## src/rv_cfg.svh

```systemverilog
`ifndef RV_CFG_SVH
`define RV_CFG_SVH

// Data and address width
`define RV_XLEN 32

// Architectural registers x0 to x31
`define RV_REG_COUNT 32

// First fetch address after reset
`define RV_RESET_PC 32'h0000_0000

// SYSTEM opcode with imm 1, all other fields zero
`define RV_EBREAK 32'h0010_0073

`endif
```

## src/rv_pkg.sv

```systemverilog
`default_nettype none

package rv_pkg;

  // Major opcodes, instr[6:0]
  typedef enum logic [6:0] {
    OPC_LOAD   = 7'b0000011,
    OPC_OP_IMM = 7'b0010011,
    OPC_AUIPC  = 7'b0010111,
    OPC_STORE  = 7'b0100011,
    OPC_OP     = 7'b0110011,
    OPC_LUI    = 7'b0110111,
    OPC_BRANCH = 7'b1100011,
    OPC_JALR   = 7'b1100111,
    OPC_JAL    = 7'b1101111,
    OPC_SYSTEM = 7'b1110011
  } opcode_e;

  typedef enum logic [3:0] {
    ALU_ADD,
    ALU_SUB,
    ALU_AND,
    ALU_OR,
    ALU_XOR,
    ALU_SLT,
    ALU_SLTU,
    ALU_SLL,
    ALU_SRL,
    ALU_SRA,
    ALU_PASS_B
  } alu_op_e;

  typedef enum logic [1:0] {
    A_RS1,
    A_PC,
    A_ZERO
  } alu_a_src_e;

  typedef enum logic {
    B_RS2,
    B_IMM
  } alu_b_src_e;

  typedef enum logic [1:0] {
    RES_ALU,
    RES_LOAD,
    RES_PC4
  } res_src_e;

  // Same encoding as funct3 of the branch instructions
  typedef enum logic [2:0] {
    BR_EQ  = 3'b000,
    BR_NE  = 3'b001,
    BR_LT  = 3'b100,
    BR_GE  = 3'b101,
    BR_LTU = 3'b110,
    BR_GEU = 3'b111
  } branch_cond_e;

endpackage

`default_nettype wire

```

## src/rv_core.sv

```systemverilog
`timescale 1ns/1ps
`default_nettype none

`include "rv_cfg.svh"

module rv_core (
  input  logic                clk,
  input  logic                reset,
  output logic [`RV_XLEN-1:0] imem_addr,
  input  logic [31:0]         imem_rdata,
  output logic [`RV_XLEN-1:0] dmem_addr,
  output logic [`RV_XLEN-1:0] dmem_wdata,
  output logic                dmem_we,
  input  logic [`RV_XLEN-1:0] dmem_rdata,
  output logic                ebreak
);

  // Fetch
  logic [`RV_XLEN-1:0] pc;
  logic [`RV_XLEN-1:0] pc_plus4;
  logic                instr_valid;
  logic                halted;

  // Decode
  logic [4:0]           rs1_addr;
  logic [4:0]           rs2_addr;
  logic [4:0]           rd_addr;
  logic [`RV_XLEN-1:0]  imm;
  rv_pkg::alu_op_e      alu_op;
  rv_pkg::alu_a_src_e   alu_a_src;
  rv_pkg::alu_b_src_e   alu_b_src;
  rv_pkg::res_src_e     res_src;
  rv_pkg::branch_cond_e branch_cond;
  logic                 reg_write;
  logic                 mem_write;
  logic                 is_branch;
  logic                 is_jump;
  logic                 is_jalr;
  logic                 is_ebreak;

  // Register file and execute
  logic [`RV_XLEN-1:0] rs1_data;
  logic [`RV_XLEN-1:0] rs2_data;
  logic [`RV_XLEN-1:0] alu_result;
  logic [`RV_XLEN-1:0] rd_data;
  logic [`RV_XLEN-1:0] jb_target;
  logic                pc_sel;

  // --------------------------------------------------
  // Fetch and decode
  // --------------------------------------------------
  rv_fetch i_fetch (
    .clk        (clk),
    .reset      (reset),
    .pc_sel     (pc_sel),
    .jb_target  (jb_target),
    .is_ebreak  (is_ebreak),
    .pc         (pc),
    .pc_plus4   (pc_plus4),
    .instr_valid(instr_valid),
    .halted     (halted)
  );

  rv_decode i_decode (
    .instr      (imem_rdata),
    .instr_valid(instr_valid),
    .rs1_addr   (rs1_addr),
    .rs2_addr   (rs2_addr),
    .rd_addr    (rd_addr),
    .imm        (imm),
    .alu_op     (alu_op),
    .alu_a_src  (alu_a_src),
    .alu_b_src  (alu_b_src),
    .res_src    (res_src),
    .branch_cond(branch_cond),
    .reg_write  (reg_write),
    .mem_write  (mem_write),
    .is_branch  (is_branch),
    .is_jump    (is_jump),
    .is_jalr    (is_jalr),
    .is_ebreak  (is_ebreak)
  );

  // --------------------------------------------------
  // Register file and execute
  // --------------------------------------------------
  rv_regfile i_regfile (
    .clk     (clk),
    .reset   (reset),
    .rs1_addr(rs1_addr),
    .rs2_addr(rs2_addr),
    .rd_addr (rd_addr),
    .rd_en   (reg_write),
    .rd_data (rd_data),
    .rs1_data(rs1_data),
    .rs2_data(rs2_data)
  );

  rv_execute i_execute (
    .pc         (pc),
    .pc_plus4   (pc_plus4),
    .rs1_data   (rs1_data),
    .rs2_data   (rs2_data),
    .imm        (imm),
    .dmem_rdata (dmem_rdata),
    .alu_op     (alu_op),
    .alu_a_src  (alu_a_src),
    .alu_b_src  (alu_b_src),
    .res_src    (res_src),
    .branch_cond(branch_cond),
    .is_branch  (is_branch),
    .is_jump    (is_jump),
    .is_jalr    (is_jalr),
    .alu_result (alu_result),
    .rd_data    (rd_data),
    .jb_target  (jb_target),
    .pc_sel     (pc_sel)
  );

  // Zero-latency memory ports
  assign imem_addr  = pc;
  assign dmem_addr  = alu_result;
  assign dmem_wdata = rs2_data;
  assign dmem_we    = mem_write;
  assign ebreak     = halted;

endmodule

`default_nettype wire

```

## src/rv_execute.sv

```systemverilog
`timescale 1ns/1ps
`default_nettype none

`include "rv_cfg.svh"

module rv_execute (
  input  logic                 [`RV_XLEN-1:0] pc,
  input  logic                 [`RV_XLEN-1:0] pc_plus4,
  input  logic                 [`RV_XLEN-1:0] rs1_data,
  input  logic                 [`RV_XLEN-1:0] rs2_data,
  input  logic                 [`RV_XLEN-1:0] imm,
  input  logic                 [`RV_XLEN-1:0] dmem_rdata,
  input  rv_pkg::alu_op_e                     alu_op,
  input  rv_pkg::alu_a_src_e                  alu_a_src,
  input  rv_pkg::alu_b_src_e                  alu_b_src,
  input  rv_pkg::res_src_e                    res_src,
  input  rv_pkg::branch_cond_e                branch_cond,
  input  logic                                is_branch,
  input  logic                                is_jump,
  input  logic                                is_jalr,
  output logic                 [`RV_XLEN-1:0] alu_result,
  output logic                 [`RV_XLEN-1:0] rd_data,
  output logic                 [`RV_XLEN-1:0] jb_target,
  output logic                                pc_sel
);

  localparam int SHAMT_W = $clog2(`RV_XLEN);

  logic [`RV_XLEN-1:0] alu_a;
  logic [`RV_XLEN-1:0] alu_b;
  logic [SHAMT_W-1:0]  shamt;
  logic                rs_eq;
  logic                rs_lt;
  logic                rs_ltu;
  logic                branch_taken;
  logic [`RV_XLEN-1:0] pc_rel_target;

  // --------------------------------------------------
  // Operands and ALU
  // --------------------------------------------------
  always_comb begin
    case (alu_a_src)
      rv_pkg::A_PC:   alu_a = pc;
      rv_pkg::A_ZERO: alu_a = '0;
      default:        alu_a = rs1_data;
    endcase
  end

  assign alu_b = (alu_b_src == rv_pkg::B_IMM) ? imm : rs2_data;
  assign shamt = alu_b[SHAMT_W-1:0];

  always_comb begin
    case (alu_op)
      rv_pkg::ALU_ADD:    alu_result = alu_a + alu_b;
      rv_pkg::ALU_SUB:    alu_result = alu_a - alu_b;
      rv_pkg::ALU_AND:    alu_result = alu_a & alu_b;
      rv_pkg::ALU_OR:     alu_result = alu_a | alu_b;
      rv_pkg::ALU_XOR:    alu_result = alu_a ^ alu_b;
      rv_pkg::ALU_SLT:    alu_result = `RV_XLEN'($signed(alu_a) < $signed(alu_b));
      rv_pkg::ALU_SLTU:   alu_result = `RV_XLEN'(alu_a < alu_b);
      rv_pkg::ALU_SLL:    alu_result = alu_a << shamt;
      rv_pkg::ALU_SRL:    alu_result = alu_a >> shamt;
      rv_pkg::ALU_SRA:    alu_result = $unsigned($signed(alu_a) >>> shamt);
      rv_pkg::ALU_PASS_B: alu_result = alu_b;
      default:            alu_result = '0;
    endcase
  end

  // --------------------------------------------------
  // Branch compare and target
  // --------------------------------------------------
  assign rs_eq  = (rs1_data == rs2_data);
  assign rs_lt  = ($signed(rs1_data) < $signed(rs2_data));
  assign rs_ltu = (rs1_data < rs2_data);

  always_comb begin
    case (branch_cond)
      rv_pkg::BR_EQ:  branch_taken = rs_eq;
      rv_pkg::BR_NE:  branch_taken = !rs_eq;
      rv_pkg::BR_LT:  branch_taken = rs_lt;
      rv_pkg::BR_GE:  branch_taken = !rs_lt;
      rv_pkg::BR_LTU: branch_taken = rs_ltu;
      rv_pkg::BR_GEU: branch_taken = !rs_ltu;
      default:        branch_taken = 1'b0;
    endcase
  end

  assign pc_sel = (is_branch && branch_taken) || is_jump;

  // JALR clears bit 0 of rs1 + imm
  assign pc_rel_target = pc + imm;
  assign jb_target     = is_jalr ? {alu_result[`RV_XLEN-1:1], 1'b0} : pc_rel_target;

  // Writeback select
  always_comb begin
    case (res_src)
      rv_pkg::RES_LOAD: rd_data = dmem_rdata;
      rv_pkg::RES_PC4:  rd_data = pc_plus4;
      default:          rd_data = alu_result;
    endcase
  end

endmodule

`default_nettype wire

```

## src/rv_regfile.sv

```systemverilog
`timescale 1ns/1ps
`default_nettype none

`include "rv_cfg.svh"

module rv_regfile (
  input  logic                clk,
  input  logic                reset,
  input  logic [4:0]          rs1_addr,
  input  logic [4:0]          rs2_addr,
  input  logic [4:0]          rd_addr,
  input  logic                rd_en,
  input  logic [`RV_XLEN-1:0] rd_data,
  output logic [`RV_XLEN-1:0] rs1_data,
  output logic [`RV_XLEN-1:0] rs2_data
);

  logic [`RV_XLEN-1:0] regs [`RV_REG_COUNT];

  always_ff @(posedge clk) begin
    if (reset) begin
      for (int i = 0; i < `RV_REG_COUNT; i++) begin
        regs[i] <= '0;
      end
    end else if (rd_en && rd_addr != 5'd0) begin
      regs[rd_addr] <= rd_data;
    end
  end

  // x0 reads as zero
  assign rs1_data = (rs1_addr == 5'd0) ? '0 : regs[rs1_addr];
  assign rs2_data = (rs2_addr == 5'd0) ? '0 : regs[rs2_addr];

endmodule

`default_nettype wire

```

## src/rv_decode.sv

```systemverilog
`timescale 1ns/1ps
`default_nettype none

`include "rv_cfg.svh"

module rv_decode (
  input  logic                 [31:0]         instr,
  input  logic                                instr_valid,
  output logic                 [4:0]          rs1_addr,
  output logic                 [4:0]          rs2_addr,
  output logic                 [4:0]          rd_addr,
  output logic                 [`RV_XLEN-1:0] imm,
  output rv_pkg::alu_op_e                     alu_op,
  output rv_pkg::alu_a_src_e                  alu_a_src,
  output rv_pkg::alu_b_src_e                  alu_b_src,
  output rv_pkg::res_src_e                    res_src,
  output rv_pkg::branch_cond_e                branch_cond,
  output logic                                reg_write,
  output logic                                mem_write,
  output logic                                is_branch,
  output logic                                is_jump,
  output logic                                is_jalr,
  output logic                                is_ebreak
);

  rv_pkg::opcode_e     opcode;
  logic [2:0]          funct3;
  logic                funct7_b5;
  logic [`RV_XLEN-1:0] imm_i;
  logic [`RV_XLEN-1:0] imm_s;
  logic [`RV_XLEN-1:0] imm_b;
  logic [`RV_XLEN-1:0] imm_u;
  logic [`RV_XLEN-1:0] imm_j;
  rv_pkg::alu_op_e     arith_op;
  logic                reg_write_dec;
  logic                mem_write_dec;
  logic                is_branch_dec;
  logic                is_jump_dec;
  logic                is_jalr_dec;

  // --------------------------------------------------
  // Fields and immediates
  // --------------------------------------------------
  assign opcode    = rv_pkg::opcode_e'(instr[6:0]);
  assign rd_addr   = instr[11:7];
  assign funct3    = instr[14:12];
  assign rs1_addr  = instr[19:15];
  assign rs2_addr  = instr[24:20];
  assign funct7_b5 = instr[30];

  assign imm_i = {{(`RV_XLEN-11){instr[31]}}, instr[30:20]};
  assign imm_s = {{(`RV_XLEN-11){instr[31]}}, instr[30:25], instr[11:7]};
  assign imm_b = {{(`RV_XLEN-12){instr[31]}}, instr[7], instr[30:25], instr[11:8], 1'b0};
  assign imm_u = {{(`RV_XLEN-31){instr[31]}}, instr[30:12], 12'b0};
  assign imm_j = {{(`RV_XLEN-20){instr[31]}}, instr[19:12], instr[20], instr[30:21], 1'b0};

  assign branch_cond = rv_pkg::branch_cond_e'(funct3);

  // --------------------------------------------------
  // ALU op from funct3 and funct7
  // --------------------------------------------------
  always_comb begin
    case (funct3)
      // SUB exists only in the register form
      3'b000: begin
        arith_op = (opcode == rv_pkg::OPC_OP && funct7_b5) ? rv_pkg::ALU_SUB : rv_pkg::ALU_ADD;
      end
      3'b001: arith_op = rv_pkg::ALU_SLL;
      3'b010: arith_op = rv_pkg::ALU_SLT;
      3'b011: arith_op = rv_pkg::ALU_SLTU;
      3'b100: arith_op = rv_pkg::ALU_XOR;
      3'b101: arith_op = funct7_b5 ? rv_pkg::ALU_SRA : rv_pkg::ALU_SRL;
      3'b110: arith_op = rv_pkg::ALU_OR;
      default: arith_op = rv_pkg::ALU_AND;
    endcase
  end

  // --------------------------------------------------
  // Control decode
  // --------------------------------------------------
  always_comb begin
    imm           = imm_i;
    alu_op        = rv_pkg::ALU_ADD;
    alu_a_src     = rv_pkg::A_RS1;
    alu_b_src     = rv_pkg::B_IMM;
    res_src       = rv_pkg::RES_ALU;
    reg_write_dec = 1'b0;
    mem_write_dec = 1'b0;
    is_branch_dec = 1'b0;
    is_jump_dec   = 1'b0;
    is_jalr_dec   = 1'b0;

    case (opcode)
      rv_pkg::OPC_OP: begin
        alu_op        = arith_op;
        alu_b_src     = rv_pkg::B_RS2;
        reg_write_dec = 1'b1;
      end
      rv_pkg::OPC_OP_IMM: begin
        alu_op        = arith_op;
        reg_write_dec = 1'b1;
      end
      rv_pkg::OPC_LUI: begin
        imm           = imm_u;
        alu_op        = rv_pkg::ALU_PASS_B;
        alu_a_src     = rv_pkg::A_ZERO;
        reg_write_dec = 1'b1;
      end
      rv_pkg::OPC_AUIPC: begin
        imm           = imm_u;
        alu_a_src     = rv_pkg::A_PC;
        reg_write_dec = 1'b1;
      end
      rv_pkg::OPC_JAL: begin
        imm           = imm_j;
        res_src       = rv_pkg::RES_PC4;
        reg_write_dec = 1'b1;
        is_jump_dec   = 1'b1;
      end
      // Target comes from the ALU sum rs1 + imm
      rv_pkg::OPC_JALR: begin
        res_src       = rv_pkg::RES_PC4;
        reg_write_dec = 1'b1;
        is_jump_dec   = 1'b1;
        is_jalr_dec   = 1'b1;
      end
      rv_pkg::OPC_BRANCH: begin
        imm           = imm_b;
        is_branch_dec = 1'b1;
      end
      rv_pkg::OPC_LOAD: begin
        res_src       = rv_pkg::RES_LOAD;
        reg_write_dec = 1'b1;
      end
      rv_pkg::OPC_STORE: begin
        imm           = imm_s;
        mem_write_dec = 1'b1;
      end
      default: begin
      end
    endcase
  end

  // No side effects from an invalid slot
  assign reg_write = instr_valid && reg_write_dec;
  assign mem_write = instr_valid && mem_write_dec;
  assign is_branch = instr_valid && is_branch_dec;
  assign is_jump   = instr_valid && is_jump_dec;
  assign is_jalr   = instr_valid && is_jalr_dec;
  assign is_ebreak = instr_valid && (instr == `RV_EBREAK);

endmodule

`default_nettype wire

```

## src/rv_fetch.sv

```systemverilog
`timescale 1ns/1ps
`default_nettype none

`include "rv_cfg.svh"

module rv_fetch (
  input  logic                clk,
  input  logic                reset,
  input  logic                pc_sel,
  input  logic [`RV_XLEN-1:0] jb_target,
  input  logic                is_ebreak,
  output logic [`RV_XLEN-1:0] pc,
  output logic [`RV_XLEN-1:0] pc_plus4,
  output logic                instr_valid,
  output logic                halted
);

  logic [`RV_XLEN-1:0] pc_next;

  assign pc_plus4 = pc + `RV_XLEN'(4);
  assign pc_next  = pc_sel ? jb_target : pc_plus4;

  // PC moves only when a valid instruction other than EBREAK retires
  always_ff @(posedge clk) begin
    if (reset) begin
      pc <= `RV_RESET_PC;
    end else if (instr_valid && !is_ebreak) begin
      pc <= pc_next;
    end
  end

  // One idle cycle after reset, then run until EBREAK
  always_ff @(posedge clk) begin
    if (reset) begin
      instr_valid <= 1'b0;
      halted      <= 1'b0;
    end else if (instr_valid && is_ebreak) begin
      instr_valid <= 1'b0;
      halted      <= 1'b1;
    end else if (!halted) begin
      instr_valid <= 1'b1;
    end
  end

endmodule

`default_nettype wire

```

## config.mk

```make
export PLATFORM = sky130hd
export DESIGN_NAME = rv_core
export DESIGN_NICKNAME = d
export VERILOG_FILES = /design/src/rv_pkg.sv /design/src/rv_core.sv /design/src/rv_execute.sv /design/src/rv_regfile.sv /design/src/rv_decode.sv /design/src/rv_fetch.sv
export VERILOG_INCLUDE_DIRS = /design/src
export SDC_FILE = /design/constraint.sdc
export NUM_CORES = 2
export LEC_CHECK = 0
export BUFFER_PORTS_ARGS = -buffer_cell sky130_fd_sc_hd__buf_2
export CELL_PAD_IN_SITES_DETAIL_PLACEMENT = 2
export CELL_PAD_IN_SITES_GLOBAL_PLACEMENT = 2
export CORE_MARGIN = 2
export CORE_UTILIZATION = 35
export DETAILED_ROUTE_END_ITERATION = 12
export GPL_TIMING_DRIVEN = 0
export PLACE_DENSITY = 0.77
export SLEW_MARGIN = 20
export SYNTH_ARGS = -nofsm -noshare
export SYNTH_HDL_FRONTEND = slang
export SYNTH_SLANG_ARGS = --single-unit
```

## constraint.sdc

```tcl
create_clock -name clk -period 9.2 [get_ports clk]
set_input_delay 0.92 -clock clk [delete_from_list [all_inputs] [get_ports clk]]
set_output_delay 0.92 -clock clk [all_outputs]
set_load 0.01 [all_outputs]
```

; After elaboration in Yosys (flattened, before gate mapping)
; Memory sizes are Yosys's and may differ from the RTL's.
; Index checks and enable logic that the tools add are counted.
; W data, S select, Z words.
[classes]
mux = 29
n_eq_ne = 32
shift = 3
addsub = 4
magnitude_cmp = 4
n_bitwise = 3
n_reduce_logical = 27
[op_table]
columns = cell, count
row1 = $pmux W32 S11, 1
row2 = $mux W32, 6
row3 = $lt A32 B32 Y1, 4
row4 = $pmux W32 S2, 2
row5 = $pmux W31 S4, 1
row6 = $add A32 B32 Y32, 2
row7 = $add A32 B3 Y32 const B, 1
row8 = $and A32 B32 Y32, 1
row9 = $eq A32 B21 Y1 const B, 1
row10 = $eq A32 B32 Y1, 1
row11 = $or A32 B32 Y32, 1
row12 = $reduce_or A32 Y1, 1
row13 = $shl A32 B5 Y32, 1
row14 = $shr A32 B5 Y32, 1
row15 = $sshr A32 B5 Y32, 1
row16 = $sub A32 B32 Y32, 1
row17 = $xor A32 B32 Y32, 1
row18 = $pmux W4 S7, 1
row19 = $eq A7 B6 Y1 const B, 3
row20 = $eq A7 B7 Y1 const B, 3
row21 = $eq A4 B3 Y1 const B, 4
row22 = $eq A7 B5 Y1 const B, 2
row23 = $mux W1, 13
row24 = $eq A3 B3 Y1 const B, 4
row25 = other kinds (21), 45
[word_totals]
memories = 1
ram_bits = 1024
register_bits = 34
[memory_table]
columns = name, depth, word_bits, read_ports, rd_clocked_by_memory_dff, write_ports, line_no
row1 = i_regfile.regs, 32, 32, 2, 0, 32, rv_regfile.sv:18  ; logic [`RV_XLEN-1:0] regs [`RV_REG_COUNT];

; Depth between registers and ports, before layout
[logic_depth]
ltp_word = 10
ltp_mapped = 31

; Cells and area by module
; A second synthesis with hierarchy kept.
[unflattened]
hier_cells = 5958
hier_area_um2 = 71393.5
[by_module_without_submodules]
columns = module, cells_each, seq_area_each_um2, n_inst, area_each_um2
row1 = rv_regfile, 3502, 30749.5, 1, 54253.3
row2 = rv_execute, 1999, 0.0, 1, 13810.7
row3 = rv_fetch, 333, 680.7, 1, 2523.7
row4 = rv_decode, 124, 0.0, 1, 805.8

; Worst setup path before layout
; No wires, ideal clock.
[synth_path]
path_type = in2out
from = in imem_rdata[20]
to = out dmem_addr[29]
stages = 25
t_arrival_ps = 7126
slack_ps = 1154
path_cell_list = buf_4 buf_6 buf_6 buf_6 buf_4 buf_2 clkbuf_1 buf_1 mux4_2 mux4_2 mux2i_1 nor2_1 a21o_1 ha_1 clkbuf_1 inv_1 nor3_1 and3_1 a31oi_1 o41a_1 o21ai_0 a2111oi_0 a2bb2oi_1 nor4_1 inv_1
[synth_between]
elab_chain_cells = 5
elab_cells_between_ends = 14
[synth_lines]
columns = item, line_no
row1 = from (decl), rv_core.sv:10  ; input logic [31:0] imem_rdata,
row2 = $mem_v2 Z32 W32 / $logic_not A5 Y1 (equally long branches), -
row3 = $mux W32, rv_regfile.sv:32  ; assign rs2_data = (rs2_addr == 5'd0) ? '0 : regs[rs2_addr];
row4 = $mux W32 *, rv_execute.sv:49  ; assign alu_b = (alu_b_src == rv_pkg::B_IMM) ? imm : rs2_data;
row5 = $sub A32 B32 Y32 (tied with other cells), rv_execute.sv:55  ; rv_pkg::ALU_SUB: alu_result = alu_a - alu_b;
row6 = $pmux W32 S11 *, rv_execute.sv:53  ; case (alu_op)
row7 = to (decl), rv_core.sv:11  ; output logic [`RV_XLEN-1:0] dmem_addr,
; Every way passes the cells marked *; elsewhere a longest branch is shown, timed or not.

==> run summary <==
Clock sinks = 1058
Commonest non-fill, non-tap cell in the layout = nor2_1
Top-area cell type share of the netlist area = 45.3%
Crit path capture type = flip-flop
# fillers = 19909
Comb pwr share = 30.6%
DRT Pass-1 Iters = 6
Antenna Nets Post-Route = 0
CP Data Arrival Time = 10190 ps
Critical path class = input pin to flip-flop
Area delta synth->final = 15.5%
CP cell instances = buf_2, nor2b_1, clkbuf_2, clkbuf_1, clkbuf_2, a22oi_1, nand4_1, a32o_1, ha_1, clkbuf_1, or4_4, nor4_1, nand3_1, a31oi_4, or2_4, nor2_1, o32a_1, nor2_1, nand4_1, buf_4, nor2_1, buf_2, nor3_1
Placed inst area = 73200 sq um
Synth Register Bits = 1058
Initial antenna violation count = 49
Synthesized area per cell = 11.3 sq um
RSZ-0062 raised after global routing = true
Post-route DRC violation count = 0
Worst hold path depth = 2
Worst vdd ir = 178 uV
Congestion Overflow GR = 0
Tmin final = 9630 ps
Clock network power share = 32.8%
Die Wd = 444 um
Crit start category = input pin
Internal = 9.41 mW
# port buffers = 154
Cell Area, Synth = 67900 sq um
Fin nets = 6604
Final Power = 15.2 mW
Setup Skew = 74.4 ps
Slowest CP cell = nor2_1
Hold WC Path Type = flip-flop to flip-flop
Mapped Cells = 5982
Slew margin rel. = 3.61%
Htree depth = 3
Core area = 193000 sq um
Rows = 161
CP most frequent cell = nor2_1
Register area share after synthesis = 46.3%
First-pass GRT wire length = 585000 um
Ratio of cells with drive above 1 in the final layout = 22.0%
Initial DRC count = 11549
Largest fanout on the critical path = 10
Reg clk slew, reported paths = 80 ps
Die Y-Extent = 444 um
Highest Clock Rate = 0.104 GHz
Leak = 29.4 nW
Sequential share of power = 36.6%
WP data required = 9750 ps
Dpl hpwl = 329000 um
DR vias = 65688
Post-route cell area = 78400 sq um
Pins Over Slew Limit = 0
Sw frac = 38.3%
GRT Resource Usage Total = 43.8%
Final period utilization = 105%
Number of flops mapped to enable cells by yosys = 1024
Largest cells by area after synthesis = edfxtp_1 45%, mux4_2 16%, nor2_1 6.5%
Slew @ Worst Pin = 1450 ps
Clk_lat worst skew = 850 ps
Die ar. = 197000 sq um
Pin count of the biggest net entering global routing = 33
CTS tree = yes
Vias in the first global route = 64602
Number of buffers created by CTS = 117
RD Place Congestion = 1.06
Most frequent cells in the layout = 1166 x nor2_1, 1024 x edfxtp_1, 481 x mux4_2, 390 x nand2_1, 297 x buf_2
Post-synthesis async set-or-reset flop share = 0%
Worst R2R Path Depth = 26
Worst path max stage delay = 1010 ps
Setup ws final = -435 ps
Setup violations, final = 178
Io pins = 164
Initial Utilization = 35.2%
YS warnings = 0
Hold_buf cts = 0
Drt wl/cell = 49.2 um
Routed wire length = 444000 um
P_sw = 5.83 mW
Clock Root Buffer = clkbuf_16
Pwr per Cell Area = 194 nW/um^2
Vias/cell = 7.28
Final hold vios = 0
Status = finished, violations left
Max-cap violations = 0
Post-synth top area cell = edfxtp_1
Post-synth top flop = edfxtp_1
Clock Tree Buf Depth = 3
Failing checks = setup timing
Synth cell types = 105
-- flip-flops by register name (all words and copies together), names as in the netlist --
register	cells
i_fetch.halted	1
i_fetch.instr_valid	1
i_fetch.pc	32
i_regfile.regs	1024
-- power groups by stage --
stage	logic, mW	clock network [mW]	registers, mW
floorplan	2.07	0	5.59
global placement	3.99	0	5.64
detailed placement	4.18	0	5.65
CTS	4.32	4.90	5.56
global route	4.60	5.07	5.58
finish	4.66	5.00	5.57
-- Yosys cell counts (63+ instances only) --
master,n
nor2_1,1173
nand3_1,79
a21oi_1,261
o21ai_0,199
clkbuf_1,317
edfxtp_1,1024
mux4_2,481
ha_1,169
nor3_1,95
inv_1,157
buf_2,144
nand2_1,391
and3_1,63
mux2i_1,276
-- final timing paths --
kind / start / to / slack (ps)
setup reg to reg: i_regfile.regs[11][1] / i_regfile.regs[14][31] / 280
setup / recovery: imem_rdata[18] / i_regfile.regs[17][23] / -430
hold reg to reg: i_fetch.halted / i_fetch.halted / 530
hold / removal: i_fetch.halted / i_fetch.halted / 530
-- layer usage --
layer  global-route usage, %  part of all wire [%]  wire (um)  up-vias
met1                    52.2                    34     152000    33782
met3                    18.4                    15      64500     1941
met2                    62.2                    41     182000     6425
li1                        -                     -          -    23490
met5                   0.806                  0.14        625        -
met4                    33.4                    10      44200       50
-- cells by family (layout without fill, tap and decap cells) --
logic type / Yosys count / after routing / synth area share (%)
fa+ha+maj: 172 / 172 / 3.20
buf+inv: 729 / 1177 / 4.78
mux: 776 / 776 / 20.3
xor+xnor: 69 / 69 / 0.891
simple gates: 2037 / 2037 / 12.8
compound gates: 1140 / 1140 / 11.6
other cells: 1 / 69 / 0.00553
flops: 1058 / 1058 / 46.3
-- cell type report --
type,instances,area [sq um],area share [%]
antenna,37,92.6,0.118
buffer,544,3020,3.85
clock buffer,139,3010,3.84
clock inverter,75,803,1.02
inverter,169,639,0.816
multi-input combinational,4226,34300,43.8
sequential,1058,31400,40.1
tap,2526,3160,4.03
timing repair buffer,250,1920,2.45
-- critical path, delay by kind of cell --
family          cells  cell delay (ps)
compound gates      4             1690
fa+ha+maj           1              390
buf+inv             7             3700
simple gates       11             3390
-- repair_timing --
action / 4_1_cts / 5_1_grt
setup buffers: 35 / 9
resized for setup: 196 / 83
pin swaps: 19 / 3
setup endpoints to repair: 993 / 182
-- through the flow --
stage / instances / hold slack [ps] / TNS, ps / utilization (%) / setup slack (ps)
after floorplan: 6013 / 491 / 0 / - / 1150
after global placement: 8693 / 508 / -4433270 / 37.3 / -6050
after detailed placement: 8745 / 512 / -3759360 / 38.0 / -4970
after CTS: 8980 / 520 / -249 / 40.5 / -136
after global routing: 8991 / 566 / -2920 / 40.7 / -162
final: 9024 / 527 / -34760 / 40.7 / -435
No activity file was read; power rests on OpenSTA's default activity.
